--- src/verilog/ahb_config.svh ---
`ifndef AHB_CONFIG_SVH
`define AHB_CONFIG_SVH

// bus widths
`define AHB_ADDR_W 32
`define AHB_DATA_W 32

// two master ports on the fabric
`define NUM_MASTERS 2

// address map, top nibble of haddr
`define RAM_REGION 4'h0
`define GPIO_REGION 4'h1

// ram depth in 32-bit words
`define RAM_WORDS 256

// gpio widths
`define GPIO_PIN_W 2
`define LED_W 4

`endif

--- src/verilog/ahbPkg.sv ---
`include "ahb_config.svh"

package ahbPkg;

  // htrans, only the two codes this fabric uses
  typedef enum logic [1:0] {
    IDLE   = 2'b00,
    NONSEQ = 2'b10
  } transT;

  // hresp, no split/retry here
  typedef enum logic {
    OKAY  = 1'b0,
    ERROR = 1'b1
  } respT;

  // master side, address phase fields plus write data
  typedef struct packed {
    logic [`AHB_ADDR_W-1:0] haddr;
    transT                  trans;
    logic                   hwrite;
    logic [`AHB_DATA_W-1:0] hwdata; // data phase, one cycle behind haddr
  } ahbReqT;

  // slave side response
  typedef struct packed {
    logic [`AHB_DATA_W-1:0] hrdata;
    logic                   hready; // low = wait state
    respT                   hresp;
  } ahbRespT;

endpackage

--- src/verilog/gpioSlave.sv ---
`timescale 1ns/1ps
`include "ahb_config.svh"

module gpioSlave (
  input  logic                    HCLK,
  input  logic                    rstN,
  input  ahbPkg::ahbReqT          addrReq,
  input  logic                    sel,
  input  logic                    hreadyIn,
  input  logic [`AHB_DATA_W-1:0]  wdata,
  input  logic [`GPIO_PIN_W-1:0]  ioPin,
  output logic [`LED_W-1:0]       led,
  output ahbPkg::ahbRespT         resp
);

  logic                   accept;
  logic                   dActive;
  logic                   dWrite;
  logic                   dLedReg; // offset 4 selected
  logic [`GPIO_PIN_W-1:0] pinReg;  // sampled pins
  logic [`LED_W-1:0]      ledReg;

  assign accept = sel && hreadyIn && (addrReq.trans == ahbPkg::NONSEQ);

  always_ff @(posedge HCLK or negedge rstN) begin
    if (!rstN) begin
      dActive <= 1'b0;
      ledReg  <= '0;
    end else if (hreadyIn) begin
      dActive <= accept;
      if (dActive && dWrite && dLedReg) begin
        ledReg <= wdata[`LED_W-1:0]; // pin register ignores writes
      end
    end
  end

  always_ff @(posedge HCLK) begin
    pinReg <= ioPin;
    if (accept) begin
      dWrite  <= addrReq.hwrite;
      dLedReg <= addrReq.haddr[2];
    end
  end

  // zero wait, read data straight from the registers
  assign resp.hrdata = dLedReg ? {{(`AHB_DATA_W-`LED_W){1'b0}}, ledReg}
                               : {{(`AHB_DATA_W-`GPIO_PIN_W){1'b0}}, pinReg};
  assign resp.hready = 1'b1;
  assign resp.hresp  = ahbPkg::OKAY;

  assign led = ledReg;

endmodule

--- config.mk ---
export PLATFORM = sky130hd
export DESIGN_NAME = gpioSlave
export DESIGN_NICKNAME = d
export VERILOG_FILES = /design/src/verilog/ahbPkg.sv /design/src/verilog/gpioSlave.sv
export VERILOG_INCLUDE_DIRS = /design/src /design/src/verilog
export SDC_FILE = /design/constraint.sdc
export NUM_CORES = 1
export LEC_CHECK = 0
export BUFFER_PORTS_ARGS = -buffer_cell sky130_fd_sc_hd__buf_2
export CORE_AREA = 3 3 55 57
export CTS_BUF_LIST = sky130_fd_sc_hd__clkbuf_8
export DETAILED_ROUTE_END_ITERATION = 10
export DIE_AREA = 0 0 58 60
export PLACE_DENSITY = 0.87
export SLEW_MARGIN = 20
export SYNTH_ARGS = -nofsm -noshare
export SYNTH_HDL_FRONTEND = slang
export SYNTH_SLANG_ARGS = --single-unit
--- constraint.sdc ---
create_clock -name HCLK -period 1.9 [get_ports HCLK]
set_input_delay 0.19 -clock HCLK [delete_from_list [all_inputs] [get_ports HCLK]]
set_output_delay 0.19 -clock HCLK [all_outputs]
set_load 0.02 [all_outputs]
==> results.txt, run 1 <==
Post-route clock period utilization = 0.725
Dpl ws = 0.740 ns
CTS sink count = 9
Syn Std Cell Area = 574 um^2
CP Class = reg -> out
Final setup fails = 0
Remaining antenna violation count = 0
Critical path buffer and inverter count = 1
Num CTS Buffers = 3
Cell variety after synth = 11
Max Root-Sink Buffers = 2
Max-slew violation count = 0
N_diodes = 0
Final hold violations = 0
Post-synth EDFFs = 2
Post-synth top flop = dfrtp_1
Clock skew = 0.00145 ns
Critical path fanouts, max = 5
Root buf cell = clkbuf_8
Pwr/cell area = 930 nW/um^2
Flop2flop setup slack = 0.80 ns
GR Util All Layers = 0.0474
Die area = 3480 um^2
Synthesized area per cell = 10.8 um^2
# IOs = 143
Max stage delay on crit path = 0.44 ns
Clk slew on worst S/H paths = 0.04 ns
HP Class = in -> reg
Placed cell area = 597 um^2
Synth Instances = 53
Static leakage = 0.384 nW
Setup TNS = 0 ns
Synth top area cells = buf_4 (39%), dfrtp_1 (22%), mux2_2 (12%), edfxtp_1 (10%), dfxtp_1 (7.0%)
Post-synth top cells = buf_4 (30), mux2_2 (6), dfrtp_1 (5)
FF+latch count, synth = 9
Vias per cell = 3.11
Final WS setup = 0.522 ns
Synth warn = 0
Slowest-stage cell, CP = edfxtp_1
Largest net degree at the start of global routing = 6
Final Wtd Congestion = 0.715
H-tree depth = 1
First-pass GRT wire length = 1130 um
Final Power = 0.000606 W
Worst setup SP type = register
Initial Util = 0.228
Clk_lat worst skew = 0.23 ns
GRT overflow = 0
Cell row count = 18
Share of synthesized registers carrying an async set or reset = 0.556
Postcts setup bufs = 0
Arrival time at the worst endpoint = 1.19 ns
Nets@finish = 183
Port Buf Inserts = 21
Core ar. = 2520 um^2
Vias = 333
Vias in the first global route = 267
Area delta synth->final = 13.5%
Tmin final = 1.38 ns
WL per Instance = 8.50 um
Sequential area share after synthesis = 0.392
Initial antenna violation count = 0
Top cell type's share of synthesized area = 0.392
Initial DRC Count = 5
Post-DP HPWL = 832 um
WP data required = 1.71 ns
Footprint of the multi-input gates = 225 um^2
Max cap viols = 0
Finished Cell Area = 652 um^2
Max IR drop VDD = 380 uV
Drt pass-1 iters = 2
RSZ-0062 raised after global routing = false
Reg area = 225 um^2
Share of cells above drive strength 1 = 0.429
Highest clock rate = 726 MHz
Fillers = 274
Worst Setup End Kind = primary output
Final WL = 910 um
Cell taking the most area after synthesis = buf_4
Die Wd = 58 um
CTS tree = yes
Status = finished clean
Most frequent cell after synthesis = buf_4
CP Cell Sequence = mux2_2, buf_2
Top delay family on crit path = flip-flops
Chip Height = 60 um
DR DRC count = 0
-- layout make-up --
cell class / count / share of cell area
clock buffer: 3 / 0.0633
inverter: 1 / 0.00576
sequential: 9 / 0.345
clock inverter: 1 / 0.00576
multi-input combinational: 41 / 0.345
timing repair buffer: 22 / 0.177
tap: 30 / 0.0576
-- through the flow --
step                      utilization  hold slack (ns)  cells
after floorplan                     -           -0.106     81
final                           0.258           0.0633    107
after CTS                       0.258           0.0562    107
after detailed placement        0.237           0.0140    102
after global placement          0.237          0.00953    102
after global routing            0.258           0.0518    107
-- placed cells by master, fill, tap and decap left out --
cell type	netlist	layout
dfxtp_1	2	2
dlygate4sd3_1	0	1
dfrtp_1	5	5
inv_1	1	2
and4b_1	1	1
a21o_1	1	1
clkbuf_8	0	3
mux2_2	6	6
and2_2	2	2
buf_2	0	21
conb_1	2	30
nand4_2	1	1
edfxtp_1	2	2
-- worst paths after layout --
path,cells after the start,from,to
setup / recovery,2,dLedReg,resp[3]
hold / removal,1,ioPin[0],pinReg[0]
setup reg to reg,2,dLedReg,led[0]
hold reg to reg,1,dActive,dActive
max in group asynchronous,2,rstN,led[0]
min in group asynchronous,2,rstN,dActive
-- metal layers --
metal  track usage  up-vias  part of all wire
met5             0        -                 0
met4        0.0497        0                 0
li1              -      158                 -
met2        0.0758       35              0.50
met1        0.0444      140              0.33
met3        0.0194        0              0.17
-- where the power goes --
part / leakage, nW / switching, W / total [W] / internal (W)
logic: 0.257 / 0.000112 / 0.000162 / 0.0000505
clock network: 0.0269 / 0.0000685 / 0.000209 / 0.000140
registers: 0.100 / 0.0000152 / 0.000235 / 0.000220
total: 0.384 / 0.000195 / 0.000606 / 0.000411
-- flip-flops by register name, summed over array words and instances (netlist names) --
name / count
dWrite: 1
dLedReg: 1
dActive: 1
led: 4
pinReg: 2
-- cell families after synthesis --
logic type	after synthesis	share of synthesized area
mux	6	0.118
flops	9	0.392
buf+inv	31	0.399
compound gates	1	0.0131
simple gates	4	0.0653
other cells	2	0.0131
-- repair_timing --
item,CTS,global route
hold buffers,1,0
hold endpoints to repair,5,0
resized for setup,0,0
Power figures use the tool's default switching activity.
==> run 2, diff against run 1 <==
--- a/config.mk
+++ b/config.mk
@@ -7,11 +7,12 @@
 export NUM_CORES = 1
 export LEC_CHECK = 0
 export BUFFER_PORTS_ARGS = -buffer_cell sky130_fd_sc_hd__buf_2
-export CORE_AREA = 3 3 55 57
+export CORE_ASPECT_RATIO = 2
+export CORE_MARGIN = 3
+export CORE_UTILIZATION = 22
 export CTS_BUF_LIST = sky130_fd_sc_hd__clkbuf_8
 export DETAILED_ROUTE_END_ITERATION = 10
-export DIE_AREA = 0 0 58 60
-export PLACE_DENSITY = 0.87
+export PLACE_DENSITY = 0.88
 export SLEW_MARGIN = 20
 export SYNTH_ARGS = -nofsm -noshare
 export SYNTH_HDL_FRONTEND = slang
==> constraint.sdc (replaced) <==
create_clock -name HCLK -period 1.3 [get_ports HCLK]
set_input_delay 0.13 -clock HCLK [delete_from_list [all_inputs] [get_ports HCLK]]
set_output_delay 0.13 -clock HCLK [all_outputs]
set_load 0.02 [all_outputs]
==> run 2 against run 1 <==
The run now ends with negative setup slack left. Final cell count did not move. Setup slack got worse by 0.53 ns. Via count rose by 9.6%. Global-route usage rose by 0.44 points. Count of clock-buffer cells in the layout did not move. Critical endpoint is now resp[2]. Die area fell by 5.3%. Highest routed layer is now met4.
==> results.txt, run 2 (same netlist as run 1, synthesis figures left out) <==
Violated checks = negative setup slack
First-pass GRT wire length = 1280 um
WL per Instance = 8.22 um
# IOs = 143
Max Root-Sink Buffers = 2
Worst reg2reg path depth = 3
DR DRC count = 0
Final setup fails = 2
Clk_lat worst skew = 0.23 ns
Vias = 365
Final hold violations = 0
Port Buf Inserts = 21
Most frequent cells in the layout = conb_1 (30), buf_2 (19), dfrtp_1 (5)
Max cap viols = 0
Crit path to = resp[2]
Critical path fanouts, max = 5
Initial DRC Count = 2
Flop2flop setup slack = 0.08 ns
Clk slew on worst S/H paths = 0.04 ns
Commonest non-fill, non-tap cell in the layout = conb_1
Pwr/cell area = 1320 nW/um^2
Largest register FFs = 4
Critical Path Source = dLedReg
Max IR drop VDD = 693 uV
RR Startpoint = dLedReg
Final Wtd Congestion = 0.633
Num CTS Buffers = 3
Vias per cell = 3.41
Cells after DPL = 99
CP Class = reg -> out
Post-route clock period utilization = 1.01
Fillers = 267
Root buf cell = clkbuf_8
Placed cell area = 593 um^2
GR Util All Layers = 0.0518
Finished Cell Area = 696 um^2
H-tree depth = 1
Nets@finish = 186
Status = complete, but fails checks
Cell row count = 25
Clock skew = 0.00264 ns
Max-slew violation count = 0
CTS sink count = 9
Final WL = 880 um
Tmin final = 1.31 ns
Chip Height = 78.3 um
Setup TNS = -0.0131 ns
Final WS setup = -0.00693 ns
RSZ-0062 raised after global routing = true
Worst Setup End Kind = primary output
Largest net degree at the start of global routing = 6
GRT overflow = 0
N_diodes = 0
Share of cells above drive strength 1 = 0.425
Dpl ws = 0.184 ns
Area delta synth->final = 21.1%
HP Class = in -> reg
Initial antenna violation count = 0
Arrival time at the worst endpoint = 1.18 ns
Remaining antenna violation count = 0
Die Wd = 42.1 um
Die area = 3300 um^2
Drt pass-1 iters = 2
Highest clock rate = 765 MHz
Reg2reg end = led[1]
Core ar. = 2440 um^2
Vias in the first global route = 334
CTS tree = yes
Initial Util = 0.235
Worst setup SP type = register
Post-Layout Cell Count = 107
Static leakage = 0.408 nW
WP data required = 1.17 ns
## run 2: cell count changes in the layout (fill, tap and decap cells not counted)
cell	previous run	this run
mux2_2	6	4
buf_6	0	2
buf_4	0	1
mux2_4	0	2
dlygate4sd3_1	1	3
buf_2	21	19
## run 2: cell type report
cell class              instances  area (um^2)  share of cell area
multi-input cells              41          233               0.335
flip-flops and latches          9          225               0.324
repair buffers                 25          155               0.223
clock buffers                   3         41.3              0.0594
well taps                      27         33.8              0.0486
clock inverters                 1         3.75             0.00540
inverters                       1         3.75             0.00540
## run 2: worst min path at each step
stage | startpoint | cells past startpoint | endpoint | slack (ns)
after global placement | rstN | 1 | led[0] | -0.05
after global routing | addrReq[32] | 1 | dWrite | 0.07
final | addrReq[32] | 1 | dWrite | 0.08
after detailed placement | rstN | 1 | led[1] | -0.05
after floorplan | rstN | 0 | dActive | -0.17
after CTS | addrReq[37] | 1 | dLedReg | 0.07
## run 2: metrics by stage
step | total power (W) | hold WS, ns | utilization
6_report | 0.000917 | 0.0766 | 0.285
2_1_floorplan | 0.000580 | -0.166 | -
3_5_place_dp | 0.000581 | -0.0461 | 0.243
5_1_grt | 0.000961 | 0.0731 | 0.285
4_1_cts | 0.000910 | 0.0683 | 0.277
3_3_place_gp | 0.000577 | -0.0510 | 0.243
## run 2: worst max-delay path, cell delays in order (launching register included)
cell and delay [ns]:
edfxtp_1 0.47, mux2_4 0.34, buf_6 0.13
## run 2: timing repair
action / CTS / global route
endpoints found under the setup margin: 2 / 2
setup buffers: 1 / 0
endpoints found under the hold margin: 7 / 0
resized for setup: 0 / 6
hold buffers: 3 / 0
## run 2: per-layer routing
layer  up-vias  GRT usage  part of all wire
li1        162          -                 -
met3         2          0              0.26
met2        54     0.0807              0.39
met5         -          0                 0
met4         0     0.0654             0.031
met1       147     0.0552              0.32
## run 2: where the power goes
part | switching, W | leakage [nW] | internal [W] | total [W]
Combinational | 0.000166 | 0.281 | 0.0000942 | 0.000261
Sequential | 0.0000222 | 0.100 | 0.000322 | 0.000344
Clock | 0.000108 | 0.0269 | 0.000205 | 0.000313
==> run 3, diff against run 2 <==
--- a/config.mk
+++ b/config.mk
@@ -10,9 +10,11 @@
 export CORE_ASPECT_RATIO = 2
 export CORE_MARGIN = 3
 export CORE_UTILIZATION = 22
-export CTS_BUF_LIST = sky130_fd_sc_hd__clkbuf_8
+export CTS_BUF_LIST = sky130_fd_sc_hd__clkbuf_4
+export CTS_CLUSTER_DIAMETER = 40
 export DETAILED_ROUTE_END_ITERATION = 10
 export PLACE_DENSITY = 0.88
+export SETUP_SLACK_MARGIN = 0.05
 export SLEW_MARGIN = 20
 export SYNTH_ARGS = -nofsm -noshare
 export SYNTH_HDL_FRONTEND = slang
==> run 3 against run 2 <==
The run now ends clean. Wire length is 2.8% higher. Combinational power decreased by 4%. Non-clock buffer count grew 1. First-iteration DRC count decreased by 100%. Final cell count up 0.93%. Clock skew down 0.0013 ns. Die area stayed put. Via count rose by 3.3%. Total power decreased by 9.7%. Global-route usage grew 0.28 points. Register-to-register slack worse by 0.04 ns. Critical path type unchanged.
==> results.txt, run 3 (same netlist as run 1, synthesis figures left out) <==
Drt pass-1 iters = 1
Largest net degree at the start of global routing = 6
GRT overflow = 0
CP Class = reg -> out
Core ar. = 2440 um^2
Reg area = 225 um^2
Most frequent cells in the layout = conb_1 (30), buf_2 (19), mux2_2 (6)
WL per Instance = 8.38 um
Largest register FFs = 4
Num CTS Buffers = 3
Post-Layout Cell Count = 108
GR Util All Layers = 0.0546
Nets@finish = 187
Max cap viols = 0
Port Buf Inserts = 21
Final setup fails = 0
Fillers = 268
Die Wd = 42.1 um
Final hold violations = 0
Clock skew = 0.00131 ns
Worst Setup End Kind = primary output
# IOs = 143
Highest clock rate = 774 MHz
Remaining antenna violation count = 0
CTS tree = yes
Cells after DPL = 99
Tmin final = 1.29 ns
First-pass GRT wire length = 1350 um
Worst reg2reg path depth = 4
Final WL = 905 um
Hold_ws = 0.0438 ns
Initial antenna violation count = 0
HP Class = in -> reg
N_diodes = 0
Worst setup SP type = register
Vias = 377
Commonest non-fill, non-tap cell in the layout = conb_1
Pwr/cell area = 1210 nW/um^2
Max IR drop VDD = 554 uV
Clk_lat worst skew = 0.26 ns
Post-route clock period utilization = 0.993
Vias in the first global route = 349
Chip Height = 78.3 um
DR DRC count = 0
Static leakage = 0.389 nW
Root buf cell = clkbuf_4
Share of cells above drive strength 1 = 0.444
Die area = 3300 um^2
CTS sink count = 9
Clk slew on worst S/H paths = 0.06 ns
Max Root-Sink Buffers = 2
H-tree depth = 1
RSZ-0062 raised after global routing = true
Initial DRC Count = 0
Critical path fanouts, max = 3
Worst hold stages = 1
Final Wtd Congestion = 0.633
Footprint of the multi-input gates = 234 um^2
Status = finished clean
Vias per cell = 3.49
Area delta synth->final = 18.7%
Cell row count = 25
Max-slew violation count = 0
WP data required = 1.17 ns
Arrival time at the worst endpoint = 1.16 ns
Initial Util = 0.235
==> run 3: routing by layer <==
layer | share of wire | global-route usage | vias to the layer above
li1 | - | - | 166
met5 | 0 | 0 | -
met2 | 0.42 | 0.0916 | 55
met4 | 0.040 | 0.0561 | 0
met3 | 0.23 | 0.00688 | 3
met1 | 0.30 | 0.0537 | 153
==> run 3: final timing paths <==
check                       startpoint      end  slack [ns]
setup reg to reg               dLedReg   led[1]        0.04
min in group asynchronous         rstN   led[1]        0.21
max in group asynchronous         rstN  dActive        0.95
hold / removal             addrReq[37]  dLedReg        0.04
setup / recovery               dLedReg  resp[5]       0.009
hold reg to reg                 led[1]   led[1]        0.54
==> run 3: worst max-delay path, cell delays in order, from the launching register on <==
cell and delay (ns):
edfxtp_1 0.43, buf_4 0.17, and2_2 0.15, buf_2 0.15
==> run 3: per-stage QoR <==
step | worst slack [ns] | setup TNS, ns | total power, W | area [um^2] | util
2_1_floorplan | 0.297 | 0 | 0.000580 | 679 | -
3_3_place_gp | 0.204 | 0 | 0.000577 | 593 | 0.243
3_5_place_dp | 0.184 | 0 | 0.000581 | 593 | 0.243
4_1_cts | -0.00704 | -0.0123 | 0.000835 | 682 | 0.279
5_1_grt | -0.0520 | -0.226 | 0.000873 | 682 | 0.279
6_report | 0.00873 | 0 | 0.000828 | 682 | 0.279
==> run 3: area by class of cell <==
cell class,count,share of cell area
Clock buffer,4,0.0440
Inverter,1,0.00550
Multi-Input combinational cell,41,0.343
Sequential cell,9,0.330
Tap cell,27,0.0495
Timing Repair Buffer,26,0.228
==> run 3: power breakdown <==
part / switching [W] / internal (W) / leakage, nW
Sequential: 0.0000224 / 0.000320 / 0.100
Clock: 0.0000951 / 0.000139 / 0.0184
Combinational: 0.000166 / 0.0000850 / 0.271
==> run 3: what timing repair did <==
action	4_1_cts	5_1_grt
hold buffers	3	0
hold endpoints to repair	7	0
setup endpoints to repair	3	8
gates resized for setup	3	0
gates cloned	0	0
setup buffers	2	0
