## src/verilog/ahb_config.svh

```systemverilog
`ifndef AHB_CONFIG_SVH
`define AHB_CONFIG_SVH

// bus widths
`define AHB_ADDR_W 32
`define AHB_DATA_W 32

// two master ports on the fabric
`define NUM_MASTERS 2

// address map, top nibble of haddr
`define RAM_REGION 4'h0
`define GPIO_REGION 4'h1

// ram depth in 32-bit words
`define RAM_WORDS 256

// gpio widths
`define GPIO_PIN_W 2
`define LED_W 4

`endif

```

## src/verilog/ahbPkg.sv

```systemverilog
`include "ahb_config.svh"

package ahbPkg;

  // htrans, only the two codes this fabric uses
  typedef enum logic [1:0] {
    IDLE   = 2'b00,
    NONSEQ = 2'b10
  } transT;

  // hresp, no split/retry here
  typedef enum logic {
    OKAY  = 1'b0,
    ERROR = 1'b1
  } respT;

  // master side, address phase fields plus write data
  typedef struct packed {
    logic [`AHB_ADDR_W-1:0] haddr;
    transT                  trans;
    logic                   hwrite;
    logic [`AHB_DATA_W-1:0] hwdata; // data phase, one cycle behind haddr
  } ahbReqT;

  // slave side response
  typedef struct packed {
    logic [`AHB_DATA_W-1:0] hrdata;
    logic                   hready; // low = wait state
    respT                   hresp;
  } ahbRespT;

endpackage

```

## src/verilog/fabricPkg.sv

```systemverilog
package fabricPkg;

  // which slave owns a transfer
  // SEL_NONE marks a data phase with no transfer in it
  typedef enum logic [1:0] {
    SEL_RAM     = 2'd0,
    SEL_GPIO    = 2'd1,
    SEL_DEFAULT = 2'd2,
    SEL_NONE    = 2'd3
  } slaveSelT;

  // default slave error response, two data cycles
  typedef enum logic {
    ERR_IDLE   = 1'b0, // first cycle, hready low
    ERR_SECOND = 1'b1  // second cycle, hready high
  } errStateT;

endpackage

```

## src/verilog/responseMux.sv

```systemverilog
`timescale 1ns/1ps
`include "ahb_config.svh"

module responseMux (
  input  logic                 HCLK,
  input  logic                 rstN,
  input  fabricPkg::slaveSelT  dataSel,
  input  ahbPkg::ahbRespT      ramResp,
  input  ahbPkg::ahbRespT      gpioResp,
  output ahbPkg::ahbRespT      bus
);

  fabricPkg::errStateT errState;

  // default slave, dataSel holds through the low cycle so this toggles once
  always_ff @(posedge HCLK or negedge rstN) begin
    if (!rstN) begin
      errState <= fabricPkg::ERR_IDLE;
    end else if (dataSel == fabricPkg::SEL_DEFAULT && errState == fabricPkg::ERR_IDLE) begin
      errState <= fabricPkg::ERR_SECOND;
    end else begin
      errState <= fabricPkg::ERR_IDLE; // back to back errors restart here
    end
  end

  always_comb begin
    case (dataSel)
      fabricPkg::SEL_RAM:  bus = ramResp;
      fabricPkg::SEL_GPIO: bus = gpioResp;
      fabricPkg::SEL_DEFAULT: begin
        bus.hrdata = '0;
        bus.hready = (errState == fabricPkg::ERR_SECOND); // low, then high
        bus.hresp  = ahbPkg::ERROR;
      end
      default: begin // empty data phase
        bus.hrdata = '0;
        bus.hready = 1'b1;
        bus.hresp  = ahbPkg::OKAY;
      end
    endcase
  end

endmodule

```

## config.mk

```make
export PLATFORM = sky130hd
export DESIGN_NAME = responseMux
export DESIGN_NICKNAME = d
export VERILOG_FILES = /design/src/verilog/ahbPkg.sv /design/src/verilog/fabricPkg.sv /design/src/verilog/responseMux.sv
export VERILOG_INCLUDE_DIRS = /design/src /design/src/verilog
export SDC_FILE = /design/constraint.sdc
export NUM_CORES = 1
export LEC_CHECK = 0
export BUFFER_PORTS_ARGS = -buffer_cell sky130_fd_sc_hd__buf_2
export CELL_PAD_IN_SITES_DETAIL_PLACEMENT = 1
export CELL_PAD_IN_SITES_GLOBAL_PLACEMENT = 1
export CORE_UTILIZATION = 15
export CTS_BUF_LIST = sky130_fd_sc_hd__clkbuf_8
export CTS_CLUSTER_SIZE = 12
export DETAILED_ROUTE_END_ITERATION = 8
export PLACE_DENSITY_LB_ADDON = 0.1
export SETUP_SLACK_MARGIN = 0.4
export SKIP_CTS_REPAIR_TIMING = 1
export SYNTH_ARGS = -nofsm -noshare
export SYNTH_HDL_FRONTEND = slang
export SYNTH_SLANG_ARGS = --single-unit
```

## constraint.sdc

```tcl
create_clock -name HCLK -period 1.33 [get_ports HCLK]
set_clock_uncertainty 0.1 [all_clocks]
set_input_delay 0.3325 -clock HCLK [delete_from_list [all_inputs] [get_ports HCLK]]
set_output_delay 0.3325 -clock HCLK [all_outputs]
set_load 0.02 [all_outputs]
```

==> impl_metrics.prom, run 1 <==
# TYPE chip_impl_metric gauge
chip_impl_info{name="status",value="finished, violations left"} 1
chip_impl_info{name="failing_checks",value="negative setup slack"} 1
chip_impl_info{name="post-synth-top-area-cell",value="mux2i_1"} 1
chip_impl_metric{name="grt_antenna_before_repair",unit=""} 0
chip_impl_metric{name="grt_pass1_vias",unit=""} 899
chip_impl_info{name="ys_top_cells_by_count",value="mux2i_1, nor2_1, buf_12"} 1
chip_impl_metric{name="routed_vias",unit=""} 980
chip_impl_metric{name="synth_seq_cells",unit=""} 1
chip_impl_metric{name="critPathArrivalTime",unit="ns"} 1.06
chip_impl_metric{name="fillers",unit=""} 456
chip_impl_metric{name="reg2regPathDepth",unit=""} 1
chip_impl_metric{name="floorplan.initialDensity",unit="%"} 15.9
chip_impl_metric{name="core",unit="um^2"} 3740
chip_impl_metric{name="fin_crit",unit="ns"} 1.49
chip_impl_metric{name="critical_path.n_buffers_inverters",unit=""} 3
chip_impl_metric{name="std_cell_rows",unit=""} 22
chip_impl_info{name="delay_heaviest_family_cp",value="buffers and inverters"} 1
chip_impl_metric{name="synth.yosys.warnings",unit=""} 0
chip_impl_info{name="cp_cell_sequence",value="buf_12 -> clkbuf_16 -> mux2i_4 -> nor2_2 -> buf_6"} 1
chip_impl_metric{name="flow.area_growth_from_synthesis",unit="%"} 161
chip_impl_metric{name="grt_start_max_net_pins",unit=""} 18
chip_impl_metric{name="final-seq-area",unit="um^2"} 25.0
chip_impl_metric{name="max_cap_violations",unit=""} 0
chip_impl_metric{name="synthDominantCellAreaShare",unit="%"} 55.3
chip_impl_metric{name="ir_worst_vdd",unit="uV"} 219
chip_impl_metric{name="route.detailed.drc",unit=""} 0
chip_impl_metric{name="grt_use_total",unit="%"} 11.0
chip_impl_metric{name="worst_hold_slack",unit="ns"} 0.00781
chip_impl_info{name="biggest_area_contributors_in_the_synthesized_netlist",value="mux2i_1, nor2_1, buf_12, dfrtp_1, buf_6"} 1
chip_impl_metric{name="clk_latency",unit="ns"} 0
chip_impl_metric{name="asyncSetResetFlopFracSynth",unit="%"} 100
chip_impl_metric{name="routed_wire_length_per_instance",unit="um"} 12.4
chip_impl_metric{name="grt.overflow.total",unit=""} 0
chip_impl_metric{name="power.density_cell_area",unit="nW/um^2"} 400
chip_impl_metric{name="iter_0_drt_violations",unit=""} 15
chip_impl_metric{name="post_synth_instance_area",unit="um^2"} 597
chip_impl_metric{name="finalNetCount",unit=""} 260
chip_impl_metric{name="drt-total-wl",unit="mm"} 2.90
chip_impl_info{name="regMostFlops",value="errState"} 1
chip_impl_metric{name="worst-endpoint-required",unit="ns"} 0.90
chip_impl_metric{name="postLayoutCoreUtil",unit="%"} 41.5
chip_impl_metric{name="postLayoutSetupSlackWorst",unit="ns"} -0.158
chip_impl_info{name="timing.hold.worst.class",value="primary input to async pin"} 1
chip_impl_metric{name="worst_pin_slew",unit="ns"} 0.245
chip_impl_metric{name="average_cell_area_after_synthesis",unit="um^2"} 7.46
chip_impl_metric{name="post_route_cells_drive_above_1_share",unit="%"} 88.2
chip_impl_metric{name="final-max-slew-violation-count",unit=""} 0
chip_impl_info{name="yosys.cell_count.top_type",value="mux2i_1"} 1
chip_impl_metric{name="multiInputGateArea",unit="um^2"} 693
chip_impl_metric{name="syn-num-nets",unit=""} 152
chip_impl_metric{name="worst-path-max-fanout",unit=""} 8
chip_impl_metric{name="io_pins",unit=""} 106
chip_impl_metric{name="count_of_flip_flops_with_a_built_in_enable_after_synthesis",unit=""} 0
chip_impl_metric{name="post-dp-hpwl",unit="mm"} 2.23
chip_impl_metric{name="cts.clk_slew.worst_paths",unit="ns"} 0
chip_impl_metric{name="worst-r2r-setup-slack",unit="ns"} 0.54
chip_impl_info{name="crit-reg2reg-capture",value="errState$_DFF_PN0_"} 1
chip_impl_metric{name="slowest_delay",unit="ns"} 0.18
chip_impl_info{name="ys.flop_type",value="dfrtp_1"} 1
chip_impl_metric{name="port-buffer-count",unit=""} 105
chip_impl_metric{name="sequential_cell_area_fraction_in_the_yosys_report",unit="%"} 4.19
chip_impl_metric{name="timing.slew.headroom",unit="%"} 83.2
chip_impl_metric{name="fp.dieW",unit="um"} 65.1
chip_impl_info{name="rsz0062_at_grt",value="true"} 1
chip_impl_metric{name="synth_cell_type_count",unit=""} 12
chip_impl_info{name="critical_path.slowest_cell",value="mux2i_4"} 1
chip_impl_metric{name="post_synth_inst_count",unit=""} 80
chip_impl_metric{name="timing.setup.tns",unit="ns"} -3.72
chip_impl_metric{name="timing_hold_violations_final",unit=""} 0
chip_impl_metric{name="endpoints_failing_setup",unit=""} 34
chip_impl_info{name="timing.critical_path.from_type",value="primary input"} 1
chip_impl_info{name="reg2reg_from",value="errState$_DFF_PN0_"} 1
chip_impl_metric{name="die_area",unit="um^2"} 4230
chip_impl_metric{name="vias_per_cell",unit=""} 4.19
chip_impl_info{name="critPathCaptureType",value="output pin"} 1
chip_impl_metric{name="antennaDiodeCount",unit=""} 0
chip_impl_metric{name="wire_length_of_the_first_global_routing_pass",unit="mm"} 3.86
chip_impl_metric{name="leakagePower",unit="nW"} 0.814
chip_impl_info{name="critical_path_class",value="primary input to output pin"} 1
chip_impl_metric{name="fin_crit_sh",unit="%"} 112
chip_impl_metric{name="gp_routability_congestion",unit=""} 0.650
chip_impl_metric{name="max_freq",unit="MHz"} 672
chip_impl_metric{name="drt_pass1_iterations",unit=""} 2
chip_impl_metric{name="largest_register_ff_count",unit=""} 1
chip_impl_info{name="biggestRegsByFlops",value="errState x1"} 1
chip_impl_metric{name="die_height",unit="um"} 65.1
chip_impl_metric{name="ant_nets",unit=""} 0
==> how the worst max path moves through the flow <==
stage / startpoint / end / slack, ns / cells past startpoint
final: dataSel[0] / bus[12] / -0.16 / 5
after global routing: dataSel[0] / bus[15] / -0.18 / 5
after CTS: dataSel[0] / bus[6] / -0.28 / 5
after detailed placement: dataSel[0] / bus[6] / -0.29 / 5
after global placement: dataSel[0] / bus[19] / -0.25 / 5
after floorplan: dataSel[1] / bus[10] / -0.04 / 3
==> report_power, final <==
part           switching (mW)  internal, mW  total (mW)
Combinational           0.284         0.304       0.587
Clock                       0             0           0
Sequential            0.00129        0.0327      0.0339
Total                   0.285         0.337       0.621
==> cell families after synthesis <==
logic type      Yosys count  share of synthesized area (%)
flops                     1                           4.19
buf+inv                   9                           15.5
compound gates            2                           1.68
simple gates             35                           23.3
mux                      33                           55.3
==> per-layer routing <==
metal / track usage [%] / wire length (um)
met1: 11.2 / 995
met2: 23.2 / 1600
met3: 2.11 / 283
met4: 0.815 / 19
met5: 0 / 0
==> layout make-up <==
cell class	count	share of cell area, %
multi-input combinational	70	44.6
inverter	1	0.241
timing repair buffer	114	49.7
tap	48	3.86
sequential	1	1.61
==> through the flow <==
stage / std cells / total power, mW / area, um^2 / worst slack [ns]
2_1_floorplan: 80 / 0.322 / 707 / -0.0400
3_3_place_gp: 232 / 0.497 / 1280 / -0.251
3_5_place_dp: 232 / 0.508 / 1280 / -0.286
4_1_cts: 232 / 0.509 / 1280 / -0.282
5_1_grt: 234 / 0.663 / 1560 / -0.182
6_report: 234 / 0.621 / 1560 / -0.158
==> cell usage in the layout, fill, tap and decap left out <==
cell type and instances:
mux2i_2 11, inv_1 1, buf_4 6, dfrtp_1 1
nor3_4 1, mux2i_1 18, nor2_1 2, clkbuf_16 2
buf_6 14, nand2b_4 1, nor3b_4 1, nor2_2 28
a21oi_2 2, buf_12 4, buf_2 88, nor2_4 2
mux2i_4 4
(Power assumes the default switching activity.)
==> run 2: changes to the inputs <==
--- a/config.mk
+++ b/config.mk
@@ -7,13 +7,11 @@
 export NUM_CORES = 1
 export LEC_CHECK = 0
 export BUFFER_PORTS_ARGS = -buffer_cell sky130_fd_sc_hd__buf_2
-export CELL_PAD_IN_SITES_DETAIL_PLACEMENT = 1
-export CELL_PAD_IN_SITES_GLOBAL_PLACEMENT = 1
-export CORE_UTILIZATION = 15
+export CORE_UTILIZATION = 27
 export CTS_BUF_LIST = sky130_fd_sc_hd__clkbuf_8
 export CTS_CLUSTER_SIZE = 12
 export DETAILED_ROUTE_END_ITERATION = 8
-export PLACE_DENSITY_LB_ADDON = 0.1
+export PLACE_DENSITY = 0.81
 export SETUP_SLACK_MARGIN = 0.4
 export SKIP_CTS_REPAIR_TIMING = 1
 export SYNTH_ARGS = -nofsm -noshare
==> impl_metrics.prom, run 2 (same netlist as run 1, synthesis figures left out) <==
# TYPE chip_impl_metric gauge
chip_impl_info{name="status",value="finished, violations left"} 1
chip_impl_info{name="failing_checks",value="negative setup slack"} 1
chip_impl_metric{name="worst_pin_slew",unit="ns"} 0.242
chip_impl_metric{name="die_height",unit="um"} 49.0
chip_impl_metric{name="timing.slew.headroom",unit="%"} 83.4
chip_impl_info{name="biggestRegsByFlops",value="errState x1"} 1
chip_impl_metric{name="ir_worst_vdd",unit="uV"} 345
chip_impl_info{name="layout.cells.most_common",value="buf_2"} 1
chip_impl_metric{name="max_freq",unit="MHz"} 660
chip_impl_metric{name="leakagePower",unit="nW"} 0.872
chip_impl_metric{name="std_cell_rows",unit=""} 16
chip_impl_metric{name="fin_crit",unit="ns"} 1.52
chip_impl_metric{name="clk_latency",unit="ns"} 0
chip_impl_metric{name="critPathArrivalTime",unit="ns"} 1.08
chip_impl_metric{name="die_area",unit="um^2"} 2400
chip_impl_metric{name="routed_vias",unit=""} 1149
chip_impl_metric{name="postLayoutSetupSlackWorst",unit="ns"} -0.185
chip_impl_metric{name="post-dp-hpwl",unit="mm"} 2.06
chip_impl_metric{name="worst-endpoint-required",unit="ns"} 0.90
chip_impl_metric{name="intPower",unit="mW"} 0.401
chip_impl_metric{name="max_cap_violations",unit=""} 0
chip_impl_metric{name="grt_use_total",unit="%"} 19.5
chip_impl_metric{name="io_pins",unit=""} 106
chip_impl_metric{name="drt-total-wl",unit="mm"} 4.37
chip_impl_metric{name="share_comb_of_total_power",unit="%"} 95.4
chip_impl_info{name="most-common-layout-cells",value="buf_2, nor2_2, buf_6"} 1
chip_impl_metric{name="ant_nets",unit=""} 0
chip_impl_metric{name="worst-path-max-fanout",unit=""} 6
chip_impl_metric{name="fp.dieW",unit="um"} 49.0
chip_impl_info{name="regMostFlops",value="errState"} 1
chip_impl_metric{name="endpoints_failing_setup",unit=""} 34
chip_impl_metric{name="cts.clk_slew.worst_paths",unit="ns"} 0
chip_impl_metric{name="slowest_delay",unit="ns"} 0.27
chip_impl_metric{name="routed_wire_length_per_instance",unit="um"} 19.8
chip_impl_metric{name="vias_per_cell",unit=""} 5.22
chip_impl_info{name="critical_path.slowest_cell",value="mux2i_1"} 1
chip_impl_metric{name="seq_power_share",unit="%"} 4.6
chip_impl_info{name="rsz0062_at_grt",value="true"} 1
chip_impl_metric{name="fillers",unit=""} 111
chip_impl_metric{name="fin_crit_sh",unit="%"} 114
chip_impl_metric{name="fin_total_pwr",unit="mW"} 0.743
chip_impl_metric{name="grt_pass1_vias",unit=""} 966
chip_impl_metric{name="grt_start_max_net_pins",unit=""} 27
chip_impl_metric{name="floorplan.initialDensity",unit="%"} 29.5
chip_impl_metric{name="core",unit="um^2"} 2020
chip_impl_metric{name="switching_power",unit="mW"} 0.341
chip_impl_metric{name="timing_hold_violations_final",unit=""} 0
chip_impl_metric{name="port-buffer-count",unit=""} 105
chip_impl_metric{name="flow.area_growth_from_synthesis",unit="%"} 194
chip_impl_metric{name="power.density_cell_area",unit="nW/um^2"} 423
chip_impl_info{name="timing.hold.worst.class",value="primary input to async pin"} 1
chip_impl_metric{name="wire_length_of_the_first_global_routing_pass",unit="mm"} 3.91
chip_impl_metric{name="power_frac_clock",unit="%"} 0
chip_impl_metric{name="route.detailed.drc",unit=""} 0
chip_impl_metric{name="iter_0_drt_violations",unit=""} 33
chip_impl_metric{name="drt_pass1_iterations",unit=""} 6
chip_impl_info{name="critical_path_class",value="primary input to output pin"} 1
chip_impl_metric{name="final-max-slew-violation-count",unit=""} 0
chip_impl_metric{name="switching_share",unit="%"} 46.0
chip_impl_metric{name="post_route_cells_drive_above_1_share",unit="%"} 91.7
chip_impl_metric{name="finalNetCount",unit=""} 267
chip_impl_metric{name="gp_routability_congestion",unit=""} 0.706
chip_impl_metric{name="largest_register_ff_count",unit=""} 1
chip_impl_info{name="critPathCaptureType",value="output pin"} 1
chip_impl_metric{name="grt.overflow.total",unit=""} 0
chip_impl_metric{name="antennaDiodeCount",unit=""} 0
chip_impl_metric{name="grt_antenna_before_repair",unit=""} 0
chip_impl_metric{name="timing.setup.tns",unit="ns"} -4.28
chip_impl_info{name="cp_cell_sequence",value="buf_12 -> clkbuf_16 -> mux2i_1 -> nor2_2 -> buf_6"} 1
chip_impl_info{name="timing.critical_path.from_type",value="primary input"} 1
[run 2: cell count changes in the layout (fill, tap and decap cells not counted), moves of 2 or more]
cell	change
buf_8	+2
mux2i_4	+6
buf_6	+10
clkbuf_16	+3
mux2i_1	-7
buf_2	-6
[run 2: routing by layer]
| metal | GRT usage, % | wire length (um) |
|---|---|---|
| met1 | 17.7 | 1440 |
| met2 | 42.6 | 2280 |
| met3 | 4.05 | 361 |
| met4 | 3.43 | 275 |
| met5 | 0 | 0 |
[run 2: final timing paths]
| check | startpoint | end | slack (ns) | cells after the start |
|---|---|---|---|---|
| max | dataSel[0] | bus[8] | -0.19 | 5 |
| min | rstN | errState$_DFF_PN0_ | 0.007 | 1 |
| max reg2reg | errState$_DFF_PN0_ | errState$_DFF_PN0_ | 0.44 | 2 |
| min reg2reg | errState$_DFF_PN0_ | errState$_DFF_PN0_ | 0.47 | 2 |
| max in group asynchronous | rstN | errState$_DFF_PN0_ | 1.04 | 1 |
| min in group HCLK | errState$_DFF_PN0_ | errState$_DFF_PN0_ | 0.47 | 2 |
[run 2: worst max-delay path: cells and delay by family]
kind                   cells  cell delay (ns)
buffers and inverters      3             0.39
multiplexers               1             0.27
AND/OR/NAND/NOR            1             0.08
[run 2: cell type report]
type | instances | area, um^2 | share of cell area (%)
repair buffers | 121 | 933 | 53.2
multi-input cells | 70 | 758 | 43.2
well taps | 27 | 33.8 | 1.93
flip-flops and latches | 1 | 25.0 | 1.43
inverters | 1 | 3.75 | 0.214
[run 2: power by group through the flow]
| stage | logic (mW) | registers, mW | clock network, mW |
|---|---|---|---|
| 2_1_floorplan | 0.289 | 0.0332 | 0 |
| 4_1_cts | 0.468 | 0.0334 | 0 |
| 6_report | 0.709 | 0.0340 | 0 |
| 5_1_grt | 0.734 | 0.0341 | 0 |
| 3_5_place_dp | 0.468 | 0.0334 | 0 |
| 3_3_place_gp | 0.454 | 0.0333 | 0 |
[run 2: metrics by stage]
step                instances  area [um^2]  utilization [%]  hold WS [ns]  setup WS (ns)
floorplan                  80          707                -       -0.0631        -0.0400
global placement          212         1250             62.0       0.00922         -0.241
detailed placement        212         1250             62.0       0.00819         -0.274
CTS                       212         1250             62.0       0.00801         -0.277
global route              220         1750             86.8        0.0102         -0.195
finish                    220         1750             86.8       0.00713         -0.185
